## config.mk

```make
export PLATFORM = sky130hd
export DESIGN_NAME = rpController
export DESIGN_NICKNAME = d
export VERILOG_FILES = /design/src/design/rpPkg.sv /design/src/design/rpController.sv /design/src/design/rpDrive.sv /design/src/design/rpEr1.sv /design/src/design/rpReadMux.sv /design/src/design/rpRegDecode.sv
export SDC_FILE = /design/constraint.sdc
export NUM_CORES = 1
export LEC_CHECK = 0
export ABC_CLOCK_PERIOD_IN_PS = 9000
export BUFFER_PORTS_ARGS = -buffer_cell sky130_fd_sc_hd__buf_4
export CORE_AREA = 3 3 156 158
export DETAILED_ROUTE_END_ITERATION = 7
export DIE_AREA = 0 0 159 161
export MAX_ROUTING_LAYER = met4
export PLACE_DENSITY = 0.79
export SKIP_LAST_GASP = 1
export SLEW_MARGIN = 15
export SYNTH_ARGS = -nofsm -noshare
export SYNTH_HDL_FRONTEND = slang
export SYNTH_SLANG_ARGS = --single-unit
```

## constraint.sdc

```tcl
create_clock -name clk -period 9 [get_ports clk]
set_input_delay 0.9 -clock clk [delete_from_list [all_inputs] [get_ports clk]]
set_output_delay 0.9 -clock clk [all_outputs]
set_load 0.01 [all_outputs]
```

## src/design/rpPkg.sv

```systemverilog
/*
 * Shared types for the RP drive register block
 * Function and register enums, host and drive structs, register bit positions
 */
`default_nettype none

package rpPkg;

   ////////////////////////////////////////////////////////////////////////////
   // Encodings
   ////////////////////////////////////////////////////////////////////////////

   // Function code from CS1 bits 5:1
   typedef enum logic [4:0] {
      fnNop    = 5'd0,
      fnSeek   = 5'd2,
      fnRecal  = 5'd3,
      fnDrvClr = 5'd4,
      fnSearch = 5'd12,
      fnWrite  = 5'd24,
      fnRead   = 5'd28
   } rpFunc;

   // Register select, codes 5 to 7 unused
   typedef enum logic [2:0] {
      regCs1 = 3'd0,
      regDs  = 3'd1,
      regEr1 = 3'd2,
      regDa  = 3'd3,
      regDc  = 3'd4
   } rpReg;

   ////////////////////////////////////////////////////////////////////////////
   // Bus and status bundles
   ////////////////////////////////////////////////////////////////////////////

   // One host request, par is odd parity over data 15:0
   typedef struct packed {
      logic        write;
      logic        read;
      logic [2:0]  drive;
      rpReg        regSel;
      logic [35:0] data;
      logic        par;
   } rpBusReq;

   // Registered write strobe broadcast to every drive
   typedef struct packed {
      logic        valid;
      logic [2:0]  drive;
      rpReg        regSel;
      logic [15:0] data;
      logic        parErr;
   } rpDrvWr;

   // Readable state of one drive
   typedef struct packed {
      logic [15:0] cs1;
      logic [15:0] ds;
      logic [15:0] er1;
      logic [15:0] da;
      logic [15:0] dc;
   } rpDrvStat;

   ////////////////////////////////////////////////////////////////////////////
   // Bit positions
   ////////////////////////////////////////////////////////////////////////////

   // ER1
   localparam int er1Dck  = 15;
   localparam int er1Uns  = 14;
   localparam int er1Opi  = 13;
   localparam int er1Dte  = 12;
   localparam int er1Wle  = 11;
   localparam int er1Iae  = 10;
   localparam int er1Aoe  = 9;
   localparam int er1Hcrc = 8;
   localparam int er1Hce  = 7;
   localparam int er1Ech  = 6;
   localparam int er1Wcf  = 5;
   localparam int er1Fer  = 4;
   localparam int er1Par  = 3;
   localparam int er1Rmr  = 2;
   localparam int er1Ilr  = 1;
   localparam int er1Ilf  = 0;

   // DS
   localparam int dsAta = 15;
   localparam int dsErr = 14;
   localparam int dsWrl = 11;
   localparam int dsDry = 7;

   // CS1 GO bit
   localparam int cs1Go = 0;

   // DA fields
   localparam int daTrkHi = 12;
   localparam int daTrkLo = 8;
   localparam int daSecHi = 4;
   localparam int daSecLo = 0;

endpackage

`default_nettype wire

```

## src/design/rpController.sv

```systemverilog
/*
 * RP drive register block top level
 * Write decoder, array of drives, read multiplexer
 */
`timescale 1ns/10ps
`default_nettype none

module rpController import rpPkg::*;
#(
   parameter int numDrives = 4,
   parameter int numCyl    = 815,
   parameter int numTrk    = 19,
   parameter int numSect   = 22,
   parameter int seekTime  = 40
)
(
   input  wire                  clk,
   input  wire                  rst,
   input  wire rpBusReq         busReq,
   input  wire [numDrives-1:0]  wrLock,
   output logic [15:0]          rdData,
   output logic                 rdValid,
   output logic [numDrives-1:0] atten
);

   rpDrvWr               drvWr;
   rpDrvStat             drvStat [numDrives];
   logic [numDrives-1:0] drvAttn;

   // Host writes, one cycle to the drives
   rpRegDecode decode (
      .clk    (clk),
      .rst    (rst),
      .busReq (busReq),
      .drvWr  (drvWr)
   );

   ////////////////////////////////////////////////////////////////////////////
   // Drives, each matches its own index against the strobe
   ////////////////////////////////////////////////////////////////////////////

   for (genvar i = 0; i < numDrives; i++)
   begin : genDrive
      rpDrive #(
         .driveNum (i),
         .numCyl   (numCyl),
         .numTrk   (numTrk),
         .numSect  (numSect),
         .seekTime (seekTime)
      ) drive (
         .clk    (clk),
         .rst    (rst),
         .drvWr  (drvWr),
         .wrLock (wrLock[i]),
         .stat   (drvStat[i]),
         .attn   (drvAttn[i])
      );
   end

   // Read-back and attention summary
   rpReadMux #(
      .numDrives (numDrives)
   ) readMux (
      .clk     (clk),
      .rst     (rst),
      .busReq  (busReq),
      .stat    (drvStat),
      .attnIn  (drvAttn),
      .rdData  (rdData),
      .rdValid (rdValid),
      .atten   (atten)
   );

endmodule

`default_nettype wire

```

## src/design/rpDrive.sv

```systemverilog
/*
 * One RP drive
 * CS1, DA, DC and DS registers, function FSM, geometry check, attention, ER1
 */
`timescale 1ns/10ps
`default_nettype none

module rpDrive import rpPkg::*;
#(
   parameter int driveNum = 0,
   parameter int numCyl   = 815,
   parameter int numTrk   = 19,
   parameter int numSect  = 22,
   parameter int seekTime = 40
)
(
   input  wire         clk,
   input  wire         rst,
   input  wire rpDrvWr drvWr,
   input  wire         wrLock,
   output rpDrvStat    stat,
   output logic        attn
);

   localparam int cntW = $clog2(seekTime + 1);

   typedef enum logic {stIdle, stSeek} rpState;

   rpState          state;
   logic [cntW-1:0] count;
   logic [4:0]      cs1Func;
   logic [15:0]     da;
   logic [15:0]     dc;
   logic [15:0]     er1;
   logic [15:0]     ds;
   logic            ata;

   // Write decode
   logic  hit;
   logic  busy;
   logic  regWrOk;
   logic  badAddr;
   rpFunc func;

   // Actions for this cycle
   logic  setIlf;
   logic  setRmr;
   logic  setIae;
   logic  setWle;
   logic  setPar;
   logic  setAta;
   logic  clrAta;
   logic  drvClr;
   logic  er1Write;
   logic  startSeek;
   logic  seekDone;

   assign hit      = drvWr.valid && (drvWr.drive == 3'(driveNum));
   assign busy     = (state == stSeek);
   assign regWrOk  = hit && !drvWr.parErr && !busy;
   assign func     = rpFunc'(drvWr.data[5:1]);
   assign seekDone = busy && (count == '0);

   // Address checked against pack geometry at GO time
   assign badAddr = (dc >= 16'(numCyl)) ||
                    (da[daTrkHi:daTrkLo] >= 5'(numTrk)) ||
                    (da[daSecHi:daSecLo] >= 5'(numSect));

   ////////////////////////////////////////////////////////////////////////////
   // Write rules in priority order
   ////////////////////////////////////////////////////////////////////////////

   always_comb
   begin
      setIlf    = 1'b0;
      setRmr    = 1'b0;
      setIae    = 1'b0;
      setWle    = 1'b0;
      setPar    = 1'b0;
      setAta    = 1'b0;
      clrAta    = 1'b0;
      drvClr    = 1'b0;
      er1Write  = 1'b0;
      startSeek = 1'b0;
      if (hit)
      begin
         if (drvWr.parErr)
         begin
            setPar = 1'b1;
            setAta = 1'b1;
         end
         else if (busy && (drvWr.regSel inside {regCs1, regDa, regDc}))
         begin
            setRmr = 1'b1;
         end
         else if (drvWr.regSel == regEr1)
         begin
            er1Write = 1'b1;
         end
         else if ((drvWr.regSel == regCs1) && drvWr.data[cs1Go])
         begin
            // Any GO drops attention before the function runs
            clrAta = 1'b1;
            case (func)
               fnNop, fnRead:
               begin
               end
               fnDrvClr:
               begin
                  drvClr = 1'b1;
               end
               fnWrite:
               begin
                  setWle = wrLock;
                  setAta = wrLock;
               end
               fnSeek, fnSearch:
               begin
                  setIae    = badAddr;
                  setAta    = badAddr;
                  startSeek = !badAddr;
               end
               fnRecal:
               begin
                  startSeek = 1'b1;
               end
               default:
               begin
                  setIlf = 1'b1;
                  setAta = 1'b1;
               end
            endcase
         end
      end
   end

   ////////////////////////////////////////////////////////////////////////////
   // Registers and seek timer
   ////////////////////////////////////////////////////////////////////////////

   always_ff @(posedge clk or posedge rst)
   begin
      if (rst)
      begin
         cs1Func <= '0;
         da      <= '0;
         dc      <= '0;
      end
      else if (regWrOk)
      begin
         case (drvWr.regSel)
            regCs1:  cs1Func <= drvWr.data[5:1];
            regDa:   da      <= drvWr.data;
            regDc:   dc      <= drvWr.data;
            default: ;
         endcase
      end
   end

   // Positioner busy for seekTime cycles
   always_ff @(posedge clk or posedge rst)
   begin
      if (rst)
      begin
         state <= stIdle;
         count <= '0;
      end
      else if (startSeek)
      begin
         state <= stSeek;
         count <= cntW'(seekTime - 1);
      end
      else if (seekDone)
      begin
         state <= stIdle;
      end
      else if (busy)
      begin
         count <= count - 1'b1;
      end
   end

   // Attention, a set in the same cycle beats the GO clear
   always_ff @(posedge clk or posedge rst)
   begin
      if (rst)
         ata <= 1'b0;
      else if (setAta || seekDone)
         ata <= 1'b1;
      else if (clrAta)
         ata <= 1'b0;
   end

   ////////////////////////////////////////////////////////////////////////////
   // Error latches and status
   ////////////////////////////////////////////////////////////////////////////

   // No controller wide clear exists in this block
   rpEr1 er1Regs (
      .clk      (clk),
      .rst      (rst),
      .clr      (1'b0),
      .drvClr   (drvClr),
      .setIlf   (setIlf),
      .setRmr   (setRmr),
      .setIae   (setIae),
      .setWle   (setWle),
      .setPar   (setPar),
      .wrData   (drvWr.data),
      .er1Write (er1Write),
      .drvReady (!busy),
      .er1      (er1)
   );

   // DS built from live state
   always_comb
   begin
      ds        = '0;
      ds[dsAta] = ata;
      ds[dsErr] = |er1;
      ds[dsWrl] = wrLock;
      ds[dsDry] = !busy;
   end

   // GO reads back set while the drive is positioning
   assign stat = '{
      cs1: {10'b0, cs1Func, busy},
      ds:  ds,
      er1: er1,
      da:  da,
      dc:  dc
   };

   assign attn = ata;

endmodule

`default_nettype wire

```

## src/design/rpEr1.sv

```systemverilog
/*
 * ER1 error latches for one drive
 * Clear first, then hardware set pulses, then host write while ready
 */
`timescale 1ns/10ps
`default_nettype none

module rpEr1 import rpPkg::*;
(
   input  wire        clk,
   input  wire        rst,
   input  wire        clr,
   input  wire        drvClr,
   input  wire        setIlf,
   input  wire        setRmr,
   input  wire        setIae,
   input  wire        setWle,
   input  wire        setPar,
   input  wire [15:0] wrData,
   input  wire        er1Write,
   input  wire        drvReady,
   output logic [15:0] er1
);

   ////////////////////////////////////////////////////////////////////////////
   // Set and write controls
   ////////////////////////////////////////////////////////////////////////////

   logic [15:0] setVec;
   logic        clearAll;
   logic        hostWr;

   // Gather the set pulses into bit positions
   always_comb
   begin
      setVec         = '0;
      setVec[er1Ilf] = setIlf;
      setVec[er1Rmr] = setRmr;
      setVec[er1Iae] = setIae;
      setVec[er1Wle] = setWle;
      setVec[er1Par] = setPar;
   end

   assign clearAll = clr | drvClr;

   // Host write ignored while the drive is busy
   assign hostWr = er1Write & drvReady;

   ////////////////////////////////////////////////////////////////////////////
   // Latches
   ////////////////////////////////////////////////////////////////////////////

   always_ff @(posedge clk or posedge rst)
   begin
      if (rst)
      begin
         er1 <= '0;
      end
      else if (clearAll)
      begin
         er1 <= '0;
      end
      else
      begin
         for (int b = 0; b < 16; b++)
         begin
            // Set pulse wins over a host write in the same cycle
            if (setVec[b])
               er1[b] <= 1'b1;
            else if (hostWr)
               er1[b] <= wrData[b];
         end
      end
   end

endmodule

`default_nettype wire

```

## src/design/rpReadMux.sv

```systemverilog
/*
 * Read-back path
 * Registered read of the selected drive register and attention summary
 */
`timescale 1ns/10ps
`default_nettype none

module rpReadMux import rpPkg::*;
#(
   parameter int numDrives = 4
)
(
   input  wire           clk,
   input  wire           rst,
   input  wire rpBusReq  busReq,
   input  wire rpDrvStat stat [numDrives],
   input  wire [numDrives-1:0] attnIn,
   output logic [15:0]   rdData,
   output logic          rdValid,
   output logic [numDrives-1:0] atten
);

   rpDrvStat    selStat;
   logic [15:0] selData;

   // Drive select, missing drives read as zero
   always_comb
   begin
      selStat = '0;
      for (int i = 0; i < numDrives; i++)
      begin
         if (busReq.drive == 3'(i))
            selStat = stat[i];
      end
   end

   // Register select, unused codes read as zero
   always_comb
   begin
      case (busReq.regSel)
         regCs1:  selData = selStat.cs1;
         regDs:   selData = selStat.ds;
         regEr1:  selData = selStat.er1;
         regDa:   selData = selStat.da;
         regDc:   selData = selStat.dc;
         default: selData = '0;
      endcase
   end

   ////////////////////////////////////////////////////////////////////////////
   // Output registers
   ////////////////////////////////////////////////////////////////////////////

   always_ff @(posedge clk or posedge rst)
   begin
      if (rst)
      begin
         rdValid <= 1'b0;
         atten   <= '0;
      end
      else
      begin
         rdValid <= busReq.read;
         atten   <= attnIn;
      end
   end

   // Data held until the next read
   always_ff @(posedge clk)
   begin
      if (busReq.read)
         rdData <= selData;
   end

endmodule

`default_nettype wire

```

## src/design/rpRegDecode.sv

```systemverilog
/*
 * Host write decoder
 * Registers host writes into the drive strobe and checks bus parity
 */
`timescale 1ns/10ps
`default_nettype none

module rpRegDecode import rpPkg::*;
(
   input  wire          clk,
   input  wire          rst,
   input  wire rpBusReq busReq,
   output rpDrvWr       drvWr
);

   // Strobe and captured payload
   logic        wrValid;
   logic [2:0]  wrDrive;
   rpReg        wrReg;
   logic [15:0] wrData;
   logic        wrParErr;

   // Parity good when data and par together hold an odd count of ones
   logic        parOk;

   assign parOk = ^{busReq.data[15:0], busReq.par};

   ////////////////////////////////////////////////////////////////////////////
   // Write strobe
   ////////////////////////////////////////////////////////////////////////////

   // One cycle pulse per host write, reads are dropped here
   always_ff @(posedge clk or posedge rst)
   begin
      if (rst)
      begin
         wrValid <= 1'b0;
      end
      else
      begin
         wrValid <= busReq.write;
      end
   end

   ////////////////////////////////////////////////////////////////////////////
   // Payload capture
   ////////////////////////////////////////////////////////////////////////////

   // Drive and register select, low data word, parity flag
   always_ff @(posedge clk)
   begin
      if (busReq.write)
      begin
         wrDrive  <= busReq.drive;
         wrReg    <= busReq.regSel;
         wrData   <= busReq.data[15:0];
         wrParErr <= ~parOk;
      end
   end

   // Broadcast bundle
   assign drvWr = '{
      valid:  wrValid,
      drive:  wrDrive,
      regSel: wrReg,
      data:   wrData,
      parErr: wrParErr
   };

endmodule

`default_nettype wire

```

Word-level counts from Yosys, hierarchy flattened
Cells that the tools add are included.
{"block": "totals", "regBits": 289, "latchBits": 0, "ram_bits": 0, "mem_bits_ro": 0, "out_inout_bits": 21, "word_cells": 503, "memories": 0}
{"block": "classes", "add_sub_neg": 4, "multipliers": 0, "n_div": 0, "order_cmp": 12, "eq_ne": 23, "shifts": 0, "muxes": 291, "n_bitwise": 5, "reduce_logical": 112}
{"cell": "70-bit two-way mux", "count": 4}
{"cell": "1-bit two-way mux", "count": 262}
{"cell": "16-bit one-hot mux with 5 select lines", "count": 1}
{"cell": "6-bit two-way mux", "count": 12}
{"cell": "16-bit by 10-bit >= comparator with 1-bit output (second input constant)", "count": 4}
{"cell": "16-bit two-way mux", "count": 4}
{"cell": "16-bit OR reduction", "count": 4}
{"cell": "3-bit nonzero test", "count": 21}
{"cell": "5-bit >= comparator (second input constant)", "count": 8}
{"cell": "2-bit AND reduction", "count": 16}
{"cell": "2-bit nonzero test", "count": 16}
{"cell": "3-bit by 2-bit == test with 1-bit output (second input constant)", "count": 8}
{"cell": "6-bit zero test", "count": 4}
{"cell": "6-bit by 1-bit subtractor with 6-bit output (second input constant)", "count": 4}
{"cell": "1-bit logical AND", "count": 21}
{"cell": "17-bit XOR reduction", "count": 1}
{"cell": "3-bit zero test", "count": 4}
{"cell": "1-bit logical OR", "count": 12}
{"cell": "1-bit one-hot mux with 3 select lines", "count": 4}
{"cell": "5-bit by 2-bit == test with 1-bit output (second input constant)", "count": 2}
{"cell": "5-bit == test (second input constant)", "count": 2}
{"cell": "3-bit by 1-bit == test with 1-bit output (second input constant)", "count": 3}
{"cell": "1-bit zero test", "count": 9}
{"cell": "2-bit by 1-bit != test with 1-bit output (second input constant)", "count": 4}
{"cell": "other kinds (10)", "count": 17}

Longest topological paths before layout
Gate-level depths: netlist of run 1.
{"block": "logic_depth", "word_depth": 12, "mapped_depth": 8}

Modules after synthesis
From an unflattened synthesis of run 1, not the netlist that was laid out.
{"block": "hier_totals", "hier_cells": 1519, "hier_area_um2": 16743.6}
{"module": "rpDrive at genDrive[1].drive ...", "instances": 2, "cells_per_inst": 199, "area_each_um2": 2293.4}
{"module": "rpEr1", "instances": 4, "cells_per_inst": 70, "area_each_um2": 828.3}
{"module": "rpReadMux", "instances": 1, "cells_per_inst": 379, "area_each_um2": 3184.3}
{"module": "rpDrive at genDrive[3].drive", "instances": 1, "cells_per_inst": 221, "area_each_um2": 2449.8}
{"module": "rpDrive at genDrive[0].drive", "instances": 1, "cells_per_inst": 199, "area_each_um2": 2329.7}
{"module": "rpRegDecode", "instances": 1, "cells_per_inst": 42, "area_each_um2": 879.6}

Least setup slack after synthesis of run 1
Ideal clock, no wire load.
{"block": "synth_path", "path_kind": "input -> register", "start": "input port busReq[40] in the netlist's numbering", "end": "register readMux.rdData[11] (data pin)", "setup_ps": 275, "arrival_ps": 2250, "required_time_ps": 8725, "path_slack_ps": 6475, "path_stages": 7, "n_path_buf": 3, "path_cell_list": "clkbuf_1 > buf_1 > buf_1 > mux2i_1 > a21oi_1 > a21oi_1 > o221ai_1"}
{"block": "synth_between", "elab_chain_cells": 6, "elab_cells_between_ends": 9, "cone_classes": "eq/ne (3); mux (5); reduce/logical (1)"}
{"item": "from (decl)", "line_no": "rpController.sv:19", "rtl": "input wire rpBusReq busReq,"}
{"item": "3-bit zero test", "line_no": "rpReadMux.sv:32", "rtl": "if (busReq.drive == 3'(i))"}
{"item": "70-bit two-way mux (3 in a row)", "line_no": "rpReadMux.sv:32"}
{"item": "70-bit two-way mux *", "line_no": "rpReadMux.sv:32"}
{"item": "16-bit one-hot mux with 5 select lines *", "line_no": "rpReadMux.sv:40", "rtl": "case (busReq.regSel)"}
{"item": "named net readMux.selData[11]", "line_no": "rpReadMux.sv:24", "rtl": "logic [15:0] selData;"}
{"item": "to (signal assigned)", "line_no": "rpReadMux.sv:72", "rtl": "rdData <= selData;"}
{"item": "to (decl)", "line_no": "rpReadMux.sv:18", "rtl": "output logic [15:0] rdData,"}
Mark *: on every way through the listed nets, which the timed path passes. The rest lies on a longest branch.
A chain may end at the register's enable or synchronous reset.

Worst setup path after layout of run 1
{"block": "layout_path", "start": "input port busReq[40] in the netlist's numbering", "end": "register readMux.rdData[7] (data pin)"}
The elaborated chain is that of the path after synthesis.

==> results of run 1 <==
## worst max-delay path, cell delays in order
cell and delay, ps:
buf_6 500, buf_4 880, mux2_2 430, o22ai_1 320, o22ai_1 140, a21oi_1 310, o21ai_0 170
## per-layer routing
layer	GRT usage, %	up-vias	wire length (um)
met5	-	-	0
met3	5.33	126	3480
met2	45.8	530	16900
met4	13.6	0	2040
met1	42.3	5321	15700
li1	-	4581	-
## stage by stage
| step | hold slack, ps | power (mW) | setup WS, ps | area [um^2] | utilization [%] |
|---|---|---|---|---|---|
| after global routing | 418 | 3.76 | 5530 | 15700 | 67.5 |
| after floorplan | 367 | 2.15 | 1230 | 14200 | - |
| after detailed placement | 391 | 2.38 | 5120 | 14700 | 63.3 |
| final | 399 | 3.61 | 5530 | 15700 | 67.5 |
| after global placement | 389 | 2.34 | 5090 | 14700 | 63.3 |
| after CTS | 403 | 3.61 | 5700 | 15700 | 67.5 |
## cells by family (layout without fill, tap and decap cells)
family	Yosys count	in the layout	share of synthesized area (%)
flip-flops	289	289	52.3
buffers and inverters	94	126	2.68
adder cells (fa/ha/maj)	4	4	0.353
AO/OA/AOI/OAI	245	245	11.2
AND/OR/NAND/NOR	345	345	12.4
XOR/XNOR	33	33	2.04
multiplexers	244	244	19.0
## power by group through the flow
stage / Sequential [mW] / Clock (mW) / Combinational (mW)
finish: 1.77 / 1.23 / 0.611
global route: 1.79 / 1.30 / 0.665
CTS: 1.76 / 1.24 / 0.606
detailed placement: 1.78 / 0 / 0.601
global placement: 1.76 / 0 / 0.577
floorplan: 1.68 / 0 / 0.469
## layout make-up
class | count | share of cell area (%)
clock buffer | 44 | 5.57
clock inverter | 10 | 0.630
inverter | 13 | 0.359
multi-input combinational | 871 | 40.7
sequential | 289 | 47.3
tap | 319 | 2.54
timing repair buffer | 59 | 2.85
## registers in the layout, indices dropped and copies added, names as in the netlist
name / cells
genDrive.drive.da: 64
decode.wrParErr: 1
genDrive.drive.attn: 4
readMux.atten: 4
decode.wrData: 16
readMux.rdValid: 1
genDrive.drive.dc: 64
decode.wrReg: 3
readMux.rdData: 16
genDrive.drive.er1Regs.er1: 64
decode.wrValid: 1
genDrive.drive.count: 24
genDrive.drive.cs1Func: 20
decode.wrDrive: 3
genDrive.drive.busy: 4
## final timing paths
| check | startpoint | to |
|---|---|---|
| min | genDrive[0].drive.attn | readMux.atten[0] |
| max in group asynchronous | rst | genDrive[0].drive.er1Regs.er1[9] |
| max | busReq[40] | readMux.rdData[7] |
| min reg2reg | genDrive[0].drive.attn | readMux.atten[0] |
| min in group asynchronous | rst | genDrive[0].drive.da[6] |
| max reg2reg | decode.wrData[0] | genDrive[3].drive.er1Regs.er1[10] |
## cells in the final DEF (no fill, tap or decap), drive strengths merged, types with 21 or more instances in the layout
cell type,instances
dfrtp,250
mux2,196
nand2,152
a21oi,82
buf,59
nor2,49
mux2i,47
clkbuf,44
nand3,42
edfxtp,39
a211oi,35
o21ai,33
nor2b,27
xnor2,26
o22ai,21
==> reports/results.ini, run 1 <==
[status]
run_status = complete, no violations

[routing]
dr.pass1.iters = 5
drtAntennaViolNets = 0
routed_wirelength_um = 38100
drc = 0
viasPerCell = 6.58
post_drt_wl_per_cell_um = 23.7
drt-initial-drc-count = 1355
vias = 10600

[clocking]
clk_path_buf_depth = 3
cts_tree = built
cts_setup_buffers = 0
numCtsBuffers = 31
clkTransAtPathRegs_ps = 60
cts_resized = 0
htreeDepth = 1
cts_sinks = 289
clkLatencyLatePin_ps = 550
cts_root_buf = clkbuf_16
hold_buffers = 0

[synth]
syn-mean-instance-area_um2 = 11.3
netlist.area_leader.share_pct = 44.1
syn_nets = 1309
yosysWarnings = 0
yosys_most_used_dff = dfrtp_1
ys_seq_area_share_pct = 52.3
ys_top_cells_by_area = dfrtp_1 44%, mux2_2 15%, edfxtp_1 8.3%
synth.most_common_cell = dfrtp_1
ys_async_sr_fraction_pct = 86.5
synth_commonest_cells = 250 x dfrtp_1, 195 x mux2_2, 146 x nand2_1
synth_cell_types = 75
synth_area_mm2 = 0.0142
synthCells = 1254
synth_seq_cells = 289
synth_edf_count = 39
yosys.area.top_type = dfrtp_1

[setup_path]
required_ps = 9270
endpoint_kind = flip-flop
r2r_setup_slack_ps = 6010
crit_path_start_kind = input port
path_class = input port to flip-flop
critPathMaxFanout = 78
worstPathArrival_ps = 3740
r2r_cells = 6

[sta]
fmax_mhz = 289
tightest_slew_ps = 1060
tns_ps = 0
relSlewSlack_pct = 29.5
skew_ps = 12.1
timing.final.crit_share_pct = 38.5
maxSlewViolCount = 0
grt_setup_unrepaired = false
hold_viol_final = 0
fin_crit_ps = 3470
setup_viol = 0

[final_layout]
diodes = 0
nFillCells = 1746
fin_cells = 1605
syn2layout_area_growth_pct = 10.6
ff_latch_area_mm2 = 0.00743
multi_input_area_mm2 = 0.00639
drive_gt1_share_pct = 25.5
nets = 1320

[power]
pwr-share-comb_pct = 17.0
leakage_nw = 7.22
p_sw_share_pct = 28.3
clkPwrFrac_pct = 34.0
p_seq_share_pct = 49.0
switching_power_mw = 1.02
vdd.ir_drop.worst_uv = 189
p_per_area_mw_per_mm2 = 230
internal-power_mw = 2.59

[floorplanning]
io_pins = 72
initial_core_util_pct = 61.0
die_y_um = 161
die_w_um = 159
die_area_mm2 = 0.0256
rows = 56
core_area_mm2 = 0.0233

[place]
dpl.hpwl_um = 25300
port_buffers = 51
post-place-cells = 1551
gp_congestion = 1.01

[min_path]
hold_depth = 0
hold_path.class = flip-flop to flip-flop

[global_routing]
grt_pass1_wl_um = 60800
grt_max_degree = 125
antenna_found_initial = 0
gr-usage-all-layers_pct = 30.9
overflow = 0
grt_pass1_vias = 10600

[run]
max_cap_viol_count = 0

Note: power is estimated with default switching activity, not from simulation.
==> run 2: changes to the inputs <==
--- a/config.mk
+++ b/config.mk
@@ -5,7 +5,7 @@
 export SDC_FILE = /design/constraint.sdc
 export NUM_CORES = 1
 export LEC_CHECK = 0
-export ABC_CLOCK_PERIOD_IN_PS = 9000
+export ABC_CLOCK_PERIOD_IN_PS = 3200
 export BUFFER_PORTS_ARGS = -buffer_cell sky130_fd_sc_hd__buf_4
 export CORE_AREA = 3 3 156 158
 export DETAILED_ROUTE_END_ITERATION = 7
==> constraint.sdc (replaced) <==
create_clock -name clk -period 3.2 [get_ports clk]
set_input_delay 0.32 -clock clk [delete_from_list [all_inputs] [get_ports clk]]
set_output_delay 0.32 -clock clk [all_outputs]
set_load 0.01 [all_outputs]
==> reports/results.ini, run 2 (synthesized netlist as in run 1, its figures left out) <==
[status]
run_status = complete, no violations

[final_layout]
final_cell_area_mm2 = 0.0161  ; +2.8%
largestRegisters = genDrive.drive.da (64), genDrive.drive.dc (64), genDrive.drive.er1Regs.er1 (64)
final_common_cell = dfrtp_1
ff_latch_area_mm2 = 0.00743  ; unchanged
layout_common_cells = 250 x dfrtp_1, 195 x mux2_2, 146 x nand2_1, 85 x buf_4, 82 x a21oi_1
diodes = 0  ; unchanged
multi_input_area_mm2 = 0.00639  ; unchanged
final_util_pct = 69.3  ; +1.9 points
drive_gt1_share_pct = 27.0  ; +1.5 points
syn2layout_area_growth_pct = 13.7
nFillCells = 1729  ; -0.97%
nets = 1365  ; +3.4%

[sta]
setup_viol = 0  ; unchanged
maxSlewViolCount = 0  ; unchanged
timing.final.crit_share_pct = 82.0
tns_ps = 0  ; unchanged
hold_viol_final = 0  ; unchanged
tightest_slew_ps = 1090  ; +31.6 ps
skew_ps = 21.0  ; +8.87 ps
fin_crit_ps = 2630
fmax_mhz = 381
relSlewSlack_pct = 27.4  ; -2.1 points
grt_setup_unrepaired = false

[min_path]
hold_path.class = input port to flip-flop
hold_depth = 1  ; +1

[clocking]
cts_sinks = 289  ; unchanged
clk_path_buf_depth = 3  ; unchanged
htreeDepth = 1  ; unchanged
numCtsBuffers = 30  ; -3.2%
clkTransAtPathRegs_ps = 60  ; about the same
clkLatencyLatePin_ps = 560  ; about the same
cts_tree = built
cts_setup_buffers = 0  ; unchanged
hold_buffers = 17  ; +17
cts_root_buf = clkbuf_16
cts_resized = 0  ; unchanged

[setup_path]
cpPeakStageDelay_ps = 820  ; -60 ps
critPathMaxFanout = 22  ; -72%
worstSetupPathDepth = 6  ; -1
worstPathArrival_ps = 3060  ; -680 ps
critPathBufInv = 0  ; -2
crit_path_start_kind = flip-flop
crit_slowest_cell = edfxtp_1
endpoint_kind = flip-flop
critical_path.top_delay_family = compound AO/OA/AOI/OAI gates
path_class = flip-flop to flip-flop
r2r_cells = 6  ; unchanged
required_ps = 3630  ; -5640 ps
cp_cell_sequence = nor2_1 > a21boi_0 > o21ai_1 > nand2_1 > a221oi_1 > o31ai_1

[run]
max_cap_viol_count = 0  ; unchanged

[global_routing]
antenna_found_initial = 0  ; unchanged
grt_pass1_wl_um = 61400  ; +1.0%
grt_pass1_vias = 10600  ; -0.047%
grt_max_degree = 153  ; +22%
overflow = 0  ; unchanged
gr-usage-all-layers_pct = 31.4  ; +0.52 points

[floorplanning]
die_area_mm2 = 0.0256  ; unchanged
rows = 56  ; unchanged
die_w_um = 159  ; unchanged
io_pins = 72  ; unchanged
die_y_um = 161  ; unchanged
core_area_mm2 = 0.0233  ; unchanged
initial_core_util_pct = 61.0  ; unchanged

[place]
gp_congestion = 0.982  ; -2.5%
dpl.hpwl_um = 26100  ; +3.4%
placed_cell_area_mm2 = 0.0150  ; +1.6%
port_buffers = 51  ; unchanged

[power]
vdd.ir_drop.worst_uv = 580  ; +210%
p_per_area_mw_per_mm2 = 637  ; +180%
power_mw = 10.3  ; +180%
leakage_nw = 7.44  ; +3.1%

[routing]
drt-initial-drc-count = 1246  ; -8.0%
routed_wirelength_um = 39100  ; +2.6%
drc = 0  ; unchanged
drtAntennaViolNets = 0  ; unchanged
vias = 10700  ; +1.1%
post_drt_wl_per_cell_um = 23.7  ; -0.36%
dr.pass1.iters = 7  ; +2
viasPerCell = 6.46  ; -1.8%

[run 2: changes by cell type in the layout (fill, tap and decap cells not counted)]
cell / delta
clkinv_2: +1
inv_8: -1
clkinvlp_4: +3
clkbuf_8: -1
buf_12: +2
clkbuf_16: +1
buf_4: +27
clkbuf_1: -1
dlygate4sd3_1: +17
[run 2: stage by stage]
step           hold slack [ps]  worst slack, ps  std cells
2_1_floorplan              351             -408       1254
3_3_place_gp               395              738       1580
3_5_place_dp               395              674       1580
4_1_cts                   20.2              666       1653
5_1_grt                   17.1              438       1653
6_report                  42.4              575       1653
[run 2: final timing paths]
| path | start | to | slack (ps) |
|---|---|---|---|
| hold reg to reg | genDrive[0].drive.attn | readMux.atten[0] | 420 |
| setup / recovery | decode.wrData[1] | genDrive[3].drive.attn | 570 |
| max in group asynchronous | rst | genDrive[2].drive.da[8] | 1950 |
| min in group asynchronous | rst | genDrive[1].drive.cs1Func[4] | 500 |
| setup reg to reg | decode.wrData[1] | genDrive[3].drive.attn | 570 |
| hold / removal | busReq[39] | decode.wrReg[2] | 40 |
[run 2: final cells by class]
type                            instances  share of cell area [%]
Clock buffer                           43                    5.47
Clock inverter                         13                   0.737
Inverter                               13                   0.326
Multi-Input combinational cell        871                    39.6
Sequential cell                       289                    46.1
Tap cell                              319                    2.47
Timing Repair Buffer                  105                    5.33
[run 2: power breakdown]
part	internal (mW)	leakage, nW	switching (mW)
clock	2.07	0.484	1.43
combinational	0.933	3.23	0.908
sequential	4.35	3.73	0.579
[run 2: layer usage]
metal  routed length [um]  up-vias  global-route usage, %
met4                 1500        0                   10.5
li1                     -     4675                      -
met5                    0        -                      -
met1                16000     5336                   43.0
met3                 3650       84                   5.44
met2                18000      580                   48.3
